$ cat config.mk
export PLATFORM = sky130hd
export DESIGN_NAME = yolo_write_ctrl
export DESIGN_NICKNAME = d
export VERILOG_FILES = /design/src/source/conf_pkg.sv /design/src/source/addr_pkg.sv /design/src/source/conf_decode.sv /design/src/source/shadow_pipe.sv /design/src/source/stage_addr_calc.sv /design/src/source/addr_gen.sv /design/src/source/write_enable_route.sv /design/src/source/yolo_write_ctrl.sv
export VERILOG_INCLUDE_DIRS = /design/src /design/src/source
export SDC_FILE = /design/constraint.sdc
export NUM_CORES = 1
export LEC_CHECK = 0
export BUFFER_PORTS_ARGS = -buffer_cell sky130_fd_sc_hd__buf_2
export CAP_MARGIN = 20
export CORE_MARGIN = 1
export CORE_UTILIZATION = 34
export DETAILED_ROUTE_END_ITERATION = 10
export SLEW_MARGIN = 10
export SYNTH_ARGS = -nofsm -noshare
export SYNTH_HDL_FRONTEND = slang
export SYNTH_HIERARCHICAL = 1
export SYNTH_SLANG_ARGS = --single-unit
$ cat constraint.sdc
create_clock -name clk -period 17.9 [get_ports clk]
set_input_delay 5.37 -clock clk [delete_from_list [all_inputs] [get_ports clk]]
set_output_delay 5.37 -clock clk [all_outputs]
set_load 0.05 [all_outputs]
$ cat src/source/yolo_macros.svh
`ifndef YOLO_MACROS_SVH
`define YOLO_MACROS_SVH

// engine geometry
`define YOLO_N_STAGES 4
`define YOLO_N_VECT 4

// external side
`define YOLO_IO_ADDR_W 32
`define YOLO_OFFSET_W 16

// internal generator and vector memory
`define YOLO_PIXEL_ADDR_W 10
`define YOLO_VWRITE_ADDR_W 8

// cpu register file
`define YOLO_CONF_ADDR_W 4

`endif

$ cat src/source/conf_pkg.sv
`include "yolo_macros.svh"

package conf_pkg;

   typedef logic [`YOLO_CONF_ADDR_W-1:0] conf_addr_t;

   // cpu register map
   localparam conf_addr_t CONF_EXT_ADDR = 'd0;
   localparam conf_addr_t CONF_OFFSET   = 'd1;
   localparam conf_addr_t CONF_START    = 'd2;
   localparam conf_addr_t CONF_ITER     = 'd3;
   localparam conf_addr_t CONF_PER      = 'd4;
   localparam conf_addr_t CONF_SHIFT    = 'd5;
   localparam conf_addr_t CONF_INCR     = 'd6;
   localparam conf_addr_t CONF_DELAY    = 'd7;
   localparam conf_addr_t CONF_PP       = 'd8;
   localparam conf_addr_t CONF_BYPASS   = 'd9;

   // settings word for the write-address generator and lane router
   typedef struct packed {
      logic [`YOLO_VWRITE_ADDR_W-1:0] start;
      logic [`YOLO_PIXEL_ADDR_W-1:0]  iter;
      logic [`YOLO_PIXEL_ADDR_W-1:0]  per;
      logic [`YOLO_PIXEL_ADDR_W-1:0]  shift;
      logic [`YOLO_PIXEL_ADDR_W-1:0]  incr;
      logic [`YOLO_PIXEL_ADDR_W-1:0]  delay;
      logic                           bypass;
   } gen_conf_t;

endpackage

$ cat src/source/addr_pkg.sv
`include "yolo_macros.svh"

package addr_pkg;

   // external memory address
   typedef logic [`YOLO_IO_ADDR_W-1:0] io_addr_t;

   // one base address per write stage
   typedef io_addr_t [`YOLO_N_STAGES-1:0] stage_addr_bus_t;

   // internal generator address
   typedef logic [`YOLO_PIXEL_ADDR_W-1:0] pix_addr_t;

   // one write enable per vector lane
   typedef logic [`YOLO_N_VECT-1:0] lane_en_t;

endpackage

$ cat src/source/conf_decode.sv
`timescale 1ns/1ps

`include "yolo_macros.svh"

module conf_decode (
   input  logic                      clk,
   input  logic                      rst,
   input  logic                      clear,
   input  logic                      run,
   input  logic                      valid,
   input  conf_pkg::conf_addr_t      addr,
   input  addr_pkg::io_addr_t        wdata,
   input  logic                      wstrb,
   output addr_pkg::io_addr_t        base,
   output logic [`YOLO_OFFSET_W-1:0] offset,
   output conf_pkg::gen_conf_t       gen_conf
);

   localparam int N_REGS = int'(conf_pkg::CONF_BYPASS) + 1;
   localparam int START_MSB = `YOLO_VWRITE_ADDR_W - 1;

   logic [N_REGS-1:0]              reg_en;
   logic [`YOLO_VWRITE_ADDR_W-1:0] start_q;
   addr_pkg::pix_addr_t            iter_q;
   addr_pkg::pix_addr_t            per_q;
   addr_pkg::pix_addr_t            shift_q;
   addr_pkg::pix_addr_t            incr_q;
   addr_pkg::pix_addr_t            delay_q;
   logic                           pp_q;
   logic                           bypass_q;
   logic                           phase;

   // one enable per mapped register
   always_comb begin
      reg_en = '0;
      if (valid && wstrb) begin
         case (addr)
            conf_pkg::CONF_EXT_ADDR: reg_en[conf_pkg::CONF_EXT_ADDR] = 1'b1;
            conf_pkg::CONF_OFFSET:   reg_en[conf_pkg::CONF_OFFSET] = 1'b1;
            conf_pkg::CONF_START:    reg_en[conf_pkg::CONF_START] = 1'b1;
            conf_pkg::CONF_ITER:     reg_en[conf_pkg::CONF_ITER] = 1'b1;
            conf_pkg::CONF_PER:      reg_en[conf_pkg::CONF_PER] = 1'b1;
            conf_pkg::CONF_SHIFT:    reg_en[conf_pkg::CONF_SHIFT] = 1'b1;
            conf_pkg::CONF_INCR:     reg_en[conf_pkg::CONF_INCR] = 1'b1;
            conf_pkg::CONF_DELAY:    reg_en[conf_pkg::CONF_DELAY] = 1'b1;
            conf_pkg::CONF_PP:       reg_en[conf_pkg::CONF_PP] = 1'b1;
            conf_pkg::CONF_BYPASS:   reg_en[conf_pkg::CONF_BYPASS] = 1'b1;
            default: ;
         endcase
      end
   end

   always_ff @(posedge clk or posedge rst) begin
      if (rst) begin
         base     <= '0;
         offset   <= '0;
         start_q  <= '0;
         iter_q   <= '0;
         per_q    <= '0;
         shift_q  <= '0;
         incr_q   <= '0;
         delay_q  <= '0;
         pp_q     <= 1'b0;
         bypass_q <= 1'b0;
      end else if (clear) begin
         base     <= '0;
         offset   <= '0;
         start_q  <= '0;
         iter_q   <= '0;
         per_q    <= '0;
         shift_q  <= '0;
         incr_q   <= '0;
         delay_q  <= '0;
         pp_q     <= 1'b0;
         bypass_q <= 1'b0;
      end else begin
         if (reg_en[conf_pkg::CONF_EXT_ADDR])
            base <= wdata;
         if (reg_en[conf_pkg::CONF_OFFSET])
            offset <= wdata[`YOLO_OFFSET_W-1:0];
         if (reg_en[conf_pkg::CONF_START])
            start_q <= wdata[`YOLO_VWRITE_ADDR_W-1:0];
         if (reg_en[conf_pkg::CONF_ITER])
            iter_q <= wdata[`YOLO_PIXEL_ADDR_W-1:0];
         if (reg_en[conf_pkg::CONF_PER])
            per_q <= wdata[`YOLO_PIXEL_ADDR_W-1:0];
         if (reg_en[conf_pkg::CONF_SHIFT])
            shift_q <= wdata[`YOLO_PIXEL_ADDR_W-1:0];
         if (reg_en[conf_pkg::CONF_INCR])
            incr_q <= wdata[`YOLO_PIXEL_ADDR_W-1:0];
         if (reg_en[conf_pkg::CONF_DELAY])
            delay_q <= wdata[`YOLO_PIXEL_ADDR_W-1:0];
         if (reg_en[conf_pkg::CONF_PP])
            pp_q <= wdata[0];
         if (reg_en[conf_pkg::CONF_BYPASS])
            bypass_q <= wdata[0];
      end
   end

   // ping-pong phase, flips once per layer
   always_ff @(posedge clk or posedge rst) begin
      if (rst)
         phase <= 1'b0;
      else if (clear)
         phase <= 1'b0;
      else if (run && pp_q)
         phase <= ~phase;
   end

   // start msb selects the half of the vector memory
   always_comb begin
      gen_conf.start  = {start_q[START_MSB] ^ (pp_q & phase), start_q[START_MSB-1:0]};
      gen_conf.iter   = iter_q;
      gen_conf.per    = per_q;
      gen_conf.shift  = shift_q;
      gen_conf.incr   = incr_q;
      gen_conf.delay  = delay_q;
      gen_conf.bypass = bypass_q;
   end

   a_addr_known: assert property (@(posedge clk) disable iff (rst)
      (valid && wstrb) |-> !$isunknown(addr));

endmodule

$ cat src/source/shadow_pipe.sv
`timescale 1ns/1ps

module shadow_pipe #(
   parameter type payload_t = logic
) (
   input  logic     clk,
   input  logic     rst,
   input  logic     run,
   input  payload_t d,
   output payload_t q
);

   // next layer waits here while the current one runs
   payload_t slot;

   always_ff @(posedge clk or posedge rst) begin
      if (rst) begin
         slot <= '0;
         q    <= '0;
      end else if (run) begin
         slot <= d;
         q    <= slot;
      end
   end

endmodule

$ cat src/source/stage_addr_calc.sv
`timescale 1ns/1ps

`include "yolo_macros.svh"

module stage_addr_calc (
   input  logic                      clk,
   input  logic                      rst,
   input  addr_pkg::io_addr_t        base,
   input  logic [`YOLO_OFFSET_W-1:0] offset,
   output addr_pkg::stage_addr_bus_t stage_addr
);

   addr_pkg::io_addr_t        offset_ext;
   addr_pkg::stage_addr_bus_t mac;

   assign offset_ext = addr_pkg::io_addr_t'(offset);

   // base plus lane index times offset
   for (genvar i = 0; i < `YOLO_N_STAGES; i++) begin : g_lane
      if (i == 0) begin : g_base
         assign mac[i] = base;
      end else begin : g_mac
         assign mac[i] = base + addr_pkg::io_addr_t'(i) * offset_ext;
      end
   end

   always_ff @(posedge clk or posedge rst) begin
      if (rst)
         stage_addr <= '0;
      else
         stage_addr <= mac;
   end

endmodule

$ cat src/source/addr_gen.sv
`timescale 1ns/1ps

`include "yolo_macros.svh"

module addr_gen (
   input  logic                           clk,
   input  logic                           rst,
   input  logic                           run,
   input  logic [`YOLO_VWRITE_ADDR_W-1:0] start,
   input  addr_pkg::pix_addr_t            iter,
   input  addr_pkg::pix_addr_t            per,
   input  addr_pkg::pix_addr_t            shift,
   input  addr_pkg::pix_addr_t            incr,
   input  addr_pkg::pix_addr_t            delay,
   output logic                           gen_en,
   output addr_pkg::pix_addr_t            gen_addr,
   output logic                           done
);

   typedef enum logic [1:0] {
      S_IDLE,
      S_WAIT,
      S_GEN
   } state_t;

   state_t              state;
   logic                run_q;
   logic                done_q;
   logic                empty;
   addr_pkg::pix_addr_t delay_cnt;
   addr_pkg::pix_addr_t p_cnt;
   addr_pkg::pix_addr_t it_cnt;

   assign empty  = (iter == '0) || (per == '0);
   assign gen_en = (state == S_GEN);
   // drop done already in the cycle the new layer is picked up
   assign done   = done_q && !(run_q && !empty);

   always_ff @(posedge clk or posedge rst) begin
      if (rst) begin
         state     <= S_IDLE;
         run_q     <= 1'b0;
         done_q    <= 1'b1;
         delay_cnt <= '0;
         p_cnt     <= '0;
         it_cnt    <= '0;
         gen_addr  <= '0;
      end else begin
         run_q <= run;
         if (run_q) begin
            delay_cnt <= delay;
            p_cnt     <= '0;
            it_cnt    <= '0;
            gen_addr  <= addr_pkg::pix_addr_t'(start);
            if (empty) begin
               state  <= S_IDLE;
               done_q <= 1'b1;
            end else begin
               state  <= S_WAIT;
               done_q <= 1'b0;
            end
         end else begin
            case (state)
               S_WAIT: begin
                  if (delay_cnt == '0)
                     state <= S_GEN;
                  else
                     delay_cnt <= delay_cnt - 1'b1;
               end
               S_GEN: begin
                  // end of period jumps by shift instead of incr
                  if (p_cnt == per - 1'b1) begin
                     p_cnt    <= '0;
                     gen_addr <= gen_addr + shift;
                     if (it_cnt == iter - 1'b1) begin
                        state  <= S_IDLE;
                        done_q <= 1'b1;
                     end else begin
                        it_cnt <= it_cnt + 1'b1;
                     end
                  end else begin
                     p_cnt    <= p_cnt + 1'b1;
                     gen_addr <= gen_addr + incr;
                  end
               end
               default: ;
            endcase
         end
      end
   end

   a_no_en_when_done: assert property (@(posedge clk) disable iff (rst)
      gen_en |-> !done);

endmodule

$ cat src/source/write_enable_route.sv
`timescale 1ns/1ps

`include "yolo_macros.svh"

module write_enable_route (
   input  logic                clk,
   input  logic                rst,
   input  logic                run,
   input  logic                bypass,
   input  logic                gen_en,
   input  addr_pkg::pix_addr_t gen_addr,
   output addr_pkg::lane_en_t  wr_en,
   output addr_pkg::pix_addr_t wr_addr
);

   localparam int N_VECT = `YOLO_N_VECT;
   // one spare bit so the saturated count never hits a lane slot
   localparam int CNT_W = $clog2(4 * N_VECT) + 1;

   logic                en_q;
   logic [CNT_W-1:0]    en_cnt;
   addr_pkg::pix_addr_t addr_q;
   addr_pkg::lane_en_t  lane_sel;

   // bypass keeps every fourth enable, one lane at a time
   always_comb begin
      for (int j = 0; j < N_VECT; j++) begin
         if (bypass)
            lane_sel[j] = en_q && (en_cnt == CNT_W'(4 * j + 3));
         else
            lane_sel[j] = gen_en;
      end
   end

   always_ff @(posedge clk or posedge rst) begin
      if (rst) begin
         en_q   <= 1'b0;
         en_cnt <= '0;
         wr_en  <= '0;
      end else begin
         en_q  <= gen_en;
         wr_en <= lane_sel;
         if (run)
            en_cnt <= '0;
         else if (en_q && (en_cnt != '1))
            en_cnt <= en_cnt + 1'b1;
      end
   end

   // extra address stage in bypass to line up with the lane select
   always_ff @(posedge clk) begin
      addr_q  <= gen_addr;
      wr_addr <= bypass ? addr_q : gen_addr;
   end

   a_bypass_onehot: assert property (@(posedge clk) disable iff (rst)
      (bypass && $past(bypass)) |-> $onehot0(wr_en));

endmodule

$ cat src/source/yolo_write_ctrl.sv
`timescale 1ns/1ps

`include "yolo_macros.svh"

module yolo_write_ctrl (
   input  logic                      clk,
   input  logic                      rst,
   input  logic                      clear,
   input  logic                      run,
   input  logic                      valid,
   input  conf_pkg::conf_addr_t      addr,
   input  addr_pkg::io_addr_t        wdata,
   input  logic                      wstrb,
   output addr_pkg::stage_addr_bus_t stage_ext_addr,
   output addr_pkg::lane_en_t        wr_en,
   output addr_pkg::pix_addr_t       wr_addr,
   output logic                      done
);

   addr_pkg::io_addr_t        base;
   logic [`YOLO_OFFSET_W-1:0] offset;
   conf_pkg::gen_conf_t       gen_conf_raw;
   conf_pkg::gen_conf_t       gen_conf_q;
   addr_pkg::stage_addr_bus_t stage_addr;
   logic                      gen_en;
   addr_pkg::pix_addr_t       gen_addr;

   conf_decode u_decode (
      .clk      (clk),
      .rst      (rst),
      .clear    (clear),
      .run      (run),
      .valid    (valid),
      .addr     (addr),
      .wdata    (wdata),
      .wstrb    (wstrb),
      .base     (base),
      .offset   (offset),
      .gen_conf (gen_conf_raw)
   );

   stage_addr_calc u_stage_addr (
      .clk        (clk),
      .rst        (rst),
      .base       (base),
      .offset     (offset),
      .stage_addr (stage_addr)
   );

   shadow_pipe #(
      .payload_t (conf_pkg::gen_conf_t)
   ) conf_pipe (
      .clk (clk),
      .rst (rst),
      .run (run),
      .d   (gen_conf_raw),
      .q   (gen_conf_q)
   );

   shadow_pipe #(
      .payload_t (addr_pkg::stage_addr_bus_t)
   ) addr_pipe (
      .clk (clk),
      .rst (rst),
      .run (run),
      .d   (stage_addr),
      .q   (stage_ext_addr)
   );

   addr_gen u_execute (
      .clk      (clk),
      .rst      (rst),
      .run      (run),
      .start    (gen_conf_q.start),
      .iter     (gen_conf_q.iter),
      .per      (gen_conf_q.per),
      .shift    (gen_conf_q.shift),
      .incr     (gen_conf_q.incr),
      .delay    (gen_conf_q.delay),
      .gen_en   (gen_en),
      .gen_addr (gen_addr),
      .done     (done)
   );

   write_enable_route u_result (
      .clk      (clk),
      .rst      (rst),
      .run      (run),
      .bypass   (gen_conf_q.bypass),
      .gen_en   (gen_en),
      .gen_addr (gen_addr),
      .wr_en    (wr_en),
      .wr_addr  (wr_addr)
   );

endmodule

==> metrics.yaml, run 1 <==
detailroute.via_count: 19200
cp.buffers_inverters: 1
maximum_frequency_from_static_timing_analysis_mhz: 121
final_net_count: 2659
crit_required_ps: 12530
clkSinkCount: 683
detail_route.vias_per_cell: 5.10
vias_in_the_first_global_route: 20200
finalMaxSlewViolations: 0
timing.slew.headroom: 0.338
total_leakage_power_uw: 0.0177
synth-seq-area-share: 0.553
rows: 109
critPathArrivalTime_ps: 2900
max_incr_delay_on_cp_ps: 550
num_antenna_cells: 0
synth_to_layout_area_growth_pct: 13.9
die_h_um: 303
run_status: "completed"
io_pins: 185
area.sequential_mm2: 0.0170
htree_levels: 3
grt_setup_unrepaired: "false"
worstPathMaxFanout: 8
cts_resized: 0
setup.worst_path.class: "register to primary output"
cts_max_path_buffers: 3
min-delay-path-class: "register to register"
chipWidth_um: 303
portBuffers: 184
drt_pre_antenna_iters: 8
postSynth.topFlopCell: "dfrtp_1"
crit_path_end_kind: "primary output"
multi_input_logic_area_mm2: 0.0128
antenna_found_initial: 1
post-route-min-period_ps: 8270
syn_area_mm2: 0.0308
tritoncts_clock_tree: "yes"
regToRegSetupSlack_ps: 12810
max_slew.worst_pin.slew_ps: 994
clk_pin_slew_worst_paths_ps: 60
synthesis.yosys.warnings: 6
worst_r2r_startpoint: "conf_pipe/q[33]$_DFFE_PP0P_"
drv_cap: 0
grt.total_usage: 0.162
r2r-end: "u_execute/gen_addr[9]$_DFFE_PP0N_"
layout_worst_path_cycle_share: 0.462
worst_skew_pair.late_latency_ps: 630
r2r_cells: 14
async_flop_share: 0.971
global_route.overflow_total: 0
p_total_uw: 3290
tritoncts.num_buffers: 76
mappedNetlistNets: 2509
crit_cells: 6
pin_count_of_the_biggest_net_entering_global_routing: 108
dr.first_iter.drc_count: 1444
cts_post_setup_buffers_inserted: 0
wire_per_inst_um: 19.5
ir_drop_mv: 0.0674
die_area_mm2: 0.0917
crit_chain: "nor4_1, nand3b_1, nor4_1, nor2_1, nor2_1, buf_2"
critical-path-slowest-cell: "nor4_1"
drc_markers: 0
post_route_antenna_net_violation_count: 0
fin_tns_setup_ps: 0
syn-mean-instance-area_um2: 12.9
critical_path.endpoint: "done"
critical_path.top_delay_family: "simple AND/OR/NAND/NOR gates"
yosysUniqueCellTypes: 86
synth-edff-count: 0
core_region_area_mm2: 0.0889
p_per_area_mw_per_mm2: 94.0
clock_tree.root_cell: "clkbuf_16"
most-common-layout-cells: "dfrtp_1, mux2_2, buf_2"
setup_violations: 0
start_util: 0.346
layout-drive-gt1-share: 0.293
most_common_cell_after_layout_fill_and_taps_aside: "dfrtp_1"
startpoint_type: "register"
n_fill_cell: 8323
ctsHoldBuffers: 0
final-hold-violation-count: 0
grt_first_pass_wirelength_mm: 116
synth-seq-cells: 683
place.detailed.hpwl_mm: 50.5
synthCells: 2382
worst_setup_path_startpoint: "conf_pipe/q[33]$_DFFE_PP0P_"
postRouteWirelength_mm: 73.4
globalplace.congestion: 0.883
skew_ps: 22.6
-- worst register-to-register path, stage by stage (launching register included) --
cell	delay, ps
dfrtp_1	450
or4_4	600
or3_1	360
a21o_1	180
a31o_2	260
o2111ai_4	330
mux2_2	460
ha_1	280
a21oi_1	230
o211ai_1	170
o41ai_1	720
o21ai_0	250
and3_1	250
o31ai_1	300
o41ai_1	120
-- synth_stat cells (30+ instances only) --
| cell | count | area [µm²] |
|---|---|---|
| nor2_1 | 90 | 338 |
| xnor2_1 | 87 | 762 |
| nand3_1 | 40 | 200 |
| clkbuf_1 | 41 | 154 |
| buf_6 | 34 | 383 |
| nor3_1 | 30 | 150 |
| ha_1 | 66 | 826 |
| o21ai_0 | 74 | 370 |
| nand2_1 | 79 | 297 |
| mux2_2 | 373 | 4200 |
| nand2b_1 | 133 | 832 |
| xor2_1 | 30 | 263 |
| mux2i_1 | 101 | 1010 |
| inv_1 | 46 | 173 |
| dfrtp_1 | 662 | 16600 |
| a21oi_1 | 63 | 315 |
-- through the flow --
step | cell area (µm²) | setup slack, ps | utilization | std cells | hold slack, ps
after floorplan | 30800 | 5490 | - | 2382 | 370
after global placement | 32400 | 9770 | 0.365 | 3619 | 426
after detailed placement | 32400 | 9710 | 0.365 | 3619 | 427
after CTS | 35000 | 9520 | 0.394 | 3760 | 435
after global routing | 35000 | 9350 | 0.394 | 3760 | 436
final | 35000 | 9630 | 0.394 | 3760 | 436
-- logic make-up (layout without fill, tap and decap cells) --
family | after synthesis | after routing | synth area share
flip-flops | 683 | 683 | 0.553
multiplexers | 500 | 500 | 0.182
adder cells (fa/ha/maj) | 85 | 85 | 0.0392
buffers and inverters | 174 | 387 | 0.0328
AO/OA/AOI/OAI | 291 | 291 | 0.0636
AND/OR/NAND/NOR | 532 | 532 | 0.0967
XOR/XNOR | 117 | 117 | 0.0333
-- power breakdown --
part	leakage, µW	switching, µW	internal [µW]
registers	0.00940	12.4	1560
clock network	0.00125	656	916
logic	0.00706	102	45.6
total	0.0177	771	2520
-- state kept, by name, indices dropped and copies added (netlist names), 4 cells and up --
name                     cells
addr_pipe/q                128
addr_pipe/slot             128
conf_pipe/q                 59
conf_pipe/slot              59
u_decode/base               32
u_decode/delay_q            10
u_decode/incr_q             10
u_decode/iter_q             10
u_decode/offset             16
u_decode/per_q              10
u_decode/shift_q            10
u_decode/start_q             8
u_execute/delay_cnt         10
u_execute/gen_addr          10
u_execute/it_cnt            10
u_execute/p_cnt             10
u_result/addr_q             10
u_result/en_cnt              5
u_result/wr_addr            10
u_result/wr_en               4
u_stage_addr/stage_addr    126
-- worst min path at each step --
stage | start | to | cells after the start
global route | u_execute/gen_addr[4]$_DFFE_PP0N_ | u_result/addr_q[4]$_DFF_P_ | 0
global placement | u_execute/gen_addr[3]$_DFFE_PP0N_ | u_result/addr_q[3]$_DFF_P_ | 0
CTS | u_execute/gen_addr[4]$_DFFE_PP0N_ | u_result/addr_q[4]$_DFF_P_ | 0
finish | u_execute/gen_addr[2]$_DFFE_PP0N_ | u_result/addr_q[2]$_DFF_P_ | 0
floorplan | u_decode/base[23]$_DFFE_PP0P_ | u_stage_addr/stage_addr[23]$_DFF_PP0_ | 0
detailed placement | u_execute/gen_addr[4]$_DFFE_PP0N_ | u_result/addr_q[4]$_DFF_P_ | 0
-- layer usage --
| layer | up-vias | GRT usage | wire length, µm | part of all wire |
|---|---|---|---|---|
| met5 | - | 0 | 0 | 0 |
| met4 | 0 | 0.0439 | 1440 | 0.020 |
| met3 | 113 | 0.0244 | 3390 | 0.046 |
| met2 | 541 | 0.268 | 35600 | 0.49 |
| met1 | 9788 | 0.220 | 32900 | 0.45 |
| li1 | 8723 | - | - | - |
-- layout make-up --
cell class | count | share of cell area
clock buffers | 111 | 0.0632
clock inverters | 30 | 0.0105
inverters | 46 | 0.00536
multi-input cells | 1525 | 0.364
flip-flops and latches | 683 | 0.485
well taps | 1165 | 0.0416
repair buffers | 200 | 0.0300
No activity file was read; power rests on OpenSTA's default activity.
==> inputs of run 2 (changes only) <==
==> constraint.sdc (replaced) <==
create_clock -name clk -period 7.5 [get_ports clk]
set_input_delay 2.25 -clock clk [delete_from_list [all_inputs] [get_ports clk]]
set_output_delay 2.25 -clock clk [all_outputs]
set_load 0.05 [all_outputs]
==> run 2 against run 1 <==
- first-iteration DRC count down 14%
- design area fell by 0.24%
- non-clock buffer count decreased by 1
- sequential power grew 140%
- final cell count is 0.16% lower
- flip-flop and latch count did not move
- critical path depth did not move
- die area unchanged
- via count down 0.48%
==> metrics.yaml, run 2 (synthesized netlist as in run 1, its figures left out) <==
run_status: "completed"
fin_tns_setup_ps: 0
num_antenna_cells: 0
grt.total_usage: 0.162
grt_first_pass_wirelength_mm: 116
cts_post_setup_buffers_inserted: 0
portBuffers: 184
tritoncts.num_buffers: 75
globalplace.congestion: 0.922
most_common_cell_after_layout_fill_and_taps_aside: "dfrtp_1"
clk_pin_slew_worst_paths_ps: 60
cts_resized: 0
finalMaxSlewViolations: 0
crit_required_ps: 5250
final_net_count: 2657
drt_pre_antenna_iters: 6
die_h_um: 303
biggestRegsByFlops: "addr_pipe/q (128), addr_pipe/slot (128), u_stage_addr/stage_addr (126)"
skew_ps: 32.9
layout_worst_path_cycle_share: 0.693
timing.slew.headroom: 0.316
rows: 109
chipWidth_um: 303
ir_drop_mv: 0.127
global_route.overflow_total: 0
ctsHoldBuffers: 0
final_design_area_no_fill_mm2: 0.0349
start_util: 0.346
post-route-min-period_ps: 5200
regToRegSetupSlack_ps: 2580
die_area_mm2: 0.0917
crit_path_end_kind: "primary output"
layout-drive-gt1-share: 0.294
critPathArrivalTime_ps: 2950
setup.worst_path.class: "register to primary output"
setup_violations: 0
most-common-layout-cells: "dfrtp_1, mux2_2, buf_2"
crit_chain: "nor4_1, nand3b_1, nor4_1, nor2_1, nor2_1, buf_2"
postRouteWirelength_mm: 72.9
place.detailed.hpwl_mm: 50.2
pin_count_of_the_biggest_net_entering_global_routing: 140
detail_route.vias_per_cell: 5.08
place.detailed.instances: 3618
post_route_antenna_net_violation_count: 0
clkSinkCount: 683
startpoint_type: "register"
antenna_found_initial: 1
post_dp_cell_area_mm2: 0.0325
worst_skew_pair.late_latency_ps: 610
layout.core_utilization: 0.393
worstPathMaxFanout: 8
core_region_area_mm2: 0.0889
max_slew.worst_pin.slew_ps: 1030
critical-path-slowest-cell: "nor4_1"
drc_markers: 0
tritoncts_clock_tree: "yes"
detailroute.via_count: 19100
p_per_area_mw_per_mm2: 221
wire_per_inst_um: 19.4
maximum_frequency_from_static_timing_analysis_mhz: 192
vias_in_the_first_global_route: 20100
io_pins: 185
grt_setup_unrepaired: "false"
critical_path.top_delay_family: "simple AND/OR/NAND/NOR gates"
htree_levels: 3
synth_to_layout_area_growth_pct: 13.6
final_cells: 3754
drv_cap: 0
max_incr_delay_on_cp_ps: 570
dr.first_iter.drc_count: 1242
cts_max_path_buffers: 3
total_leakage_power_uw: 0.0177
final-hold-violation-count: 0
min-delay-path-class: "register to register"
clock_tree.root_cell: "clkbuf_16"
cp.buffers_inverters: 1
==> run 2: changes by cell type in the layout (fill, tap and decap cells not counted), moves of 2 or more <==
cell	previous run	this run
clkinv_2	13	19
buf_4	16	12
buf_12	0	3
inv_4	3	6
clkbuf_1	17	10
clkbuf_8	18	16
bufinv_16	3	0
clkbuf_16	76	78
==> run 2: report_power, final <==
part           switching [µW]  internal, µW  leakage (µW)  total, µW
sequential               28.9          3730       0.00940       3750
combinational             248           111       0.00707        359
clock                    1520          2080       0.00123       3610
==> run 2: final timing paths <==
check,startpoint,to,depth (start not counted)
setup / recovery,conf_pipe/q[33]$_DFFE_PP0P_,done,6
hold / removal,u_decode/base[0]$_DFFE_PP0P_,u_stage_addr/stage_addr[64]$_DFF_PP0_,0
setup reg to reg,conf_pipe/q[33]$_DFFE_PP0P_,u_execute/gen_addr[9]$_DFFE_PP0N_,14
hold reg to reg,u_decode/base[0]$_DFFE_PP0P_,u_stage_addr/stage_addr[64]$_DFF_PP0_,0
max in group asynchronous,rst,u_decode/base[12]$_DFFE_PP0P_,3
min in group asynchronous,rst,u_stage_addr/stage_addr[3]$_DFF_PP0_,2
==> run 2: per-layer routing <==
layer | GRT usage | routed length, µm
met5 | 0 | 0
met4 | 0.0464 | 1530
met3 | 0.0261 | 3440
met2 | 0.267 | 35500
met1 | 0.218 | 32400
==> run 2: worst reg2reg max path, stage by stage, from the launching register on <==
cell and delay (ps):
dfrtp_1 450, or4_4 590, or3_1 360, a21o_1 180, a31o_2 260, o2111ai_4 290, mux2_2 440, ha_1 280
a21oi_1 240, o211ai_1 170, o41ai_1 710, o21ai_0 240, and3_1 230, o31ai_1 240, o41ai_1 110
==> run 2: cell type report <==
type	count	area, µm²
fill	8401	54000
sequential	683	17000
multi-input combinational	1525	12800
clock buffer	104	2210
tap	1165	1460
timing repair buffer	199	1080
clock inverter	32	263
inverter	46	184
==> run 2: through the flow <==
stage | total power [µW] | setup WS [ps] | hold slack [ps]
finish | 7720 | 2300 | 415
global route | 8010 | 2120 | 418
CTS | 7830 | 2200 | 413
detailed placement | 4190 | 2660 | 406
global placement | 4180 | 2770 | 402
floorplan | 4080 | 1880 | 370
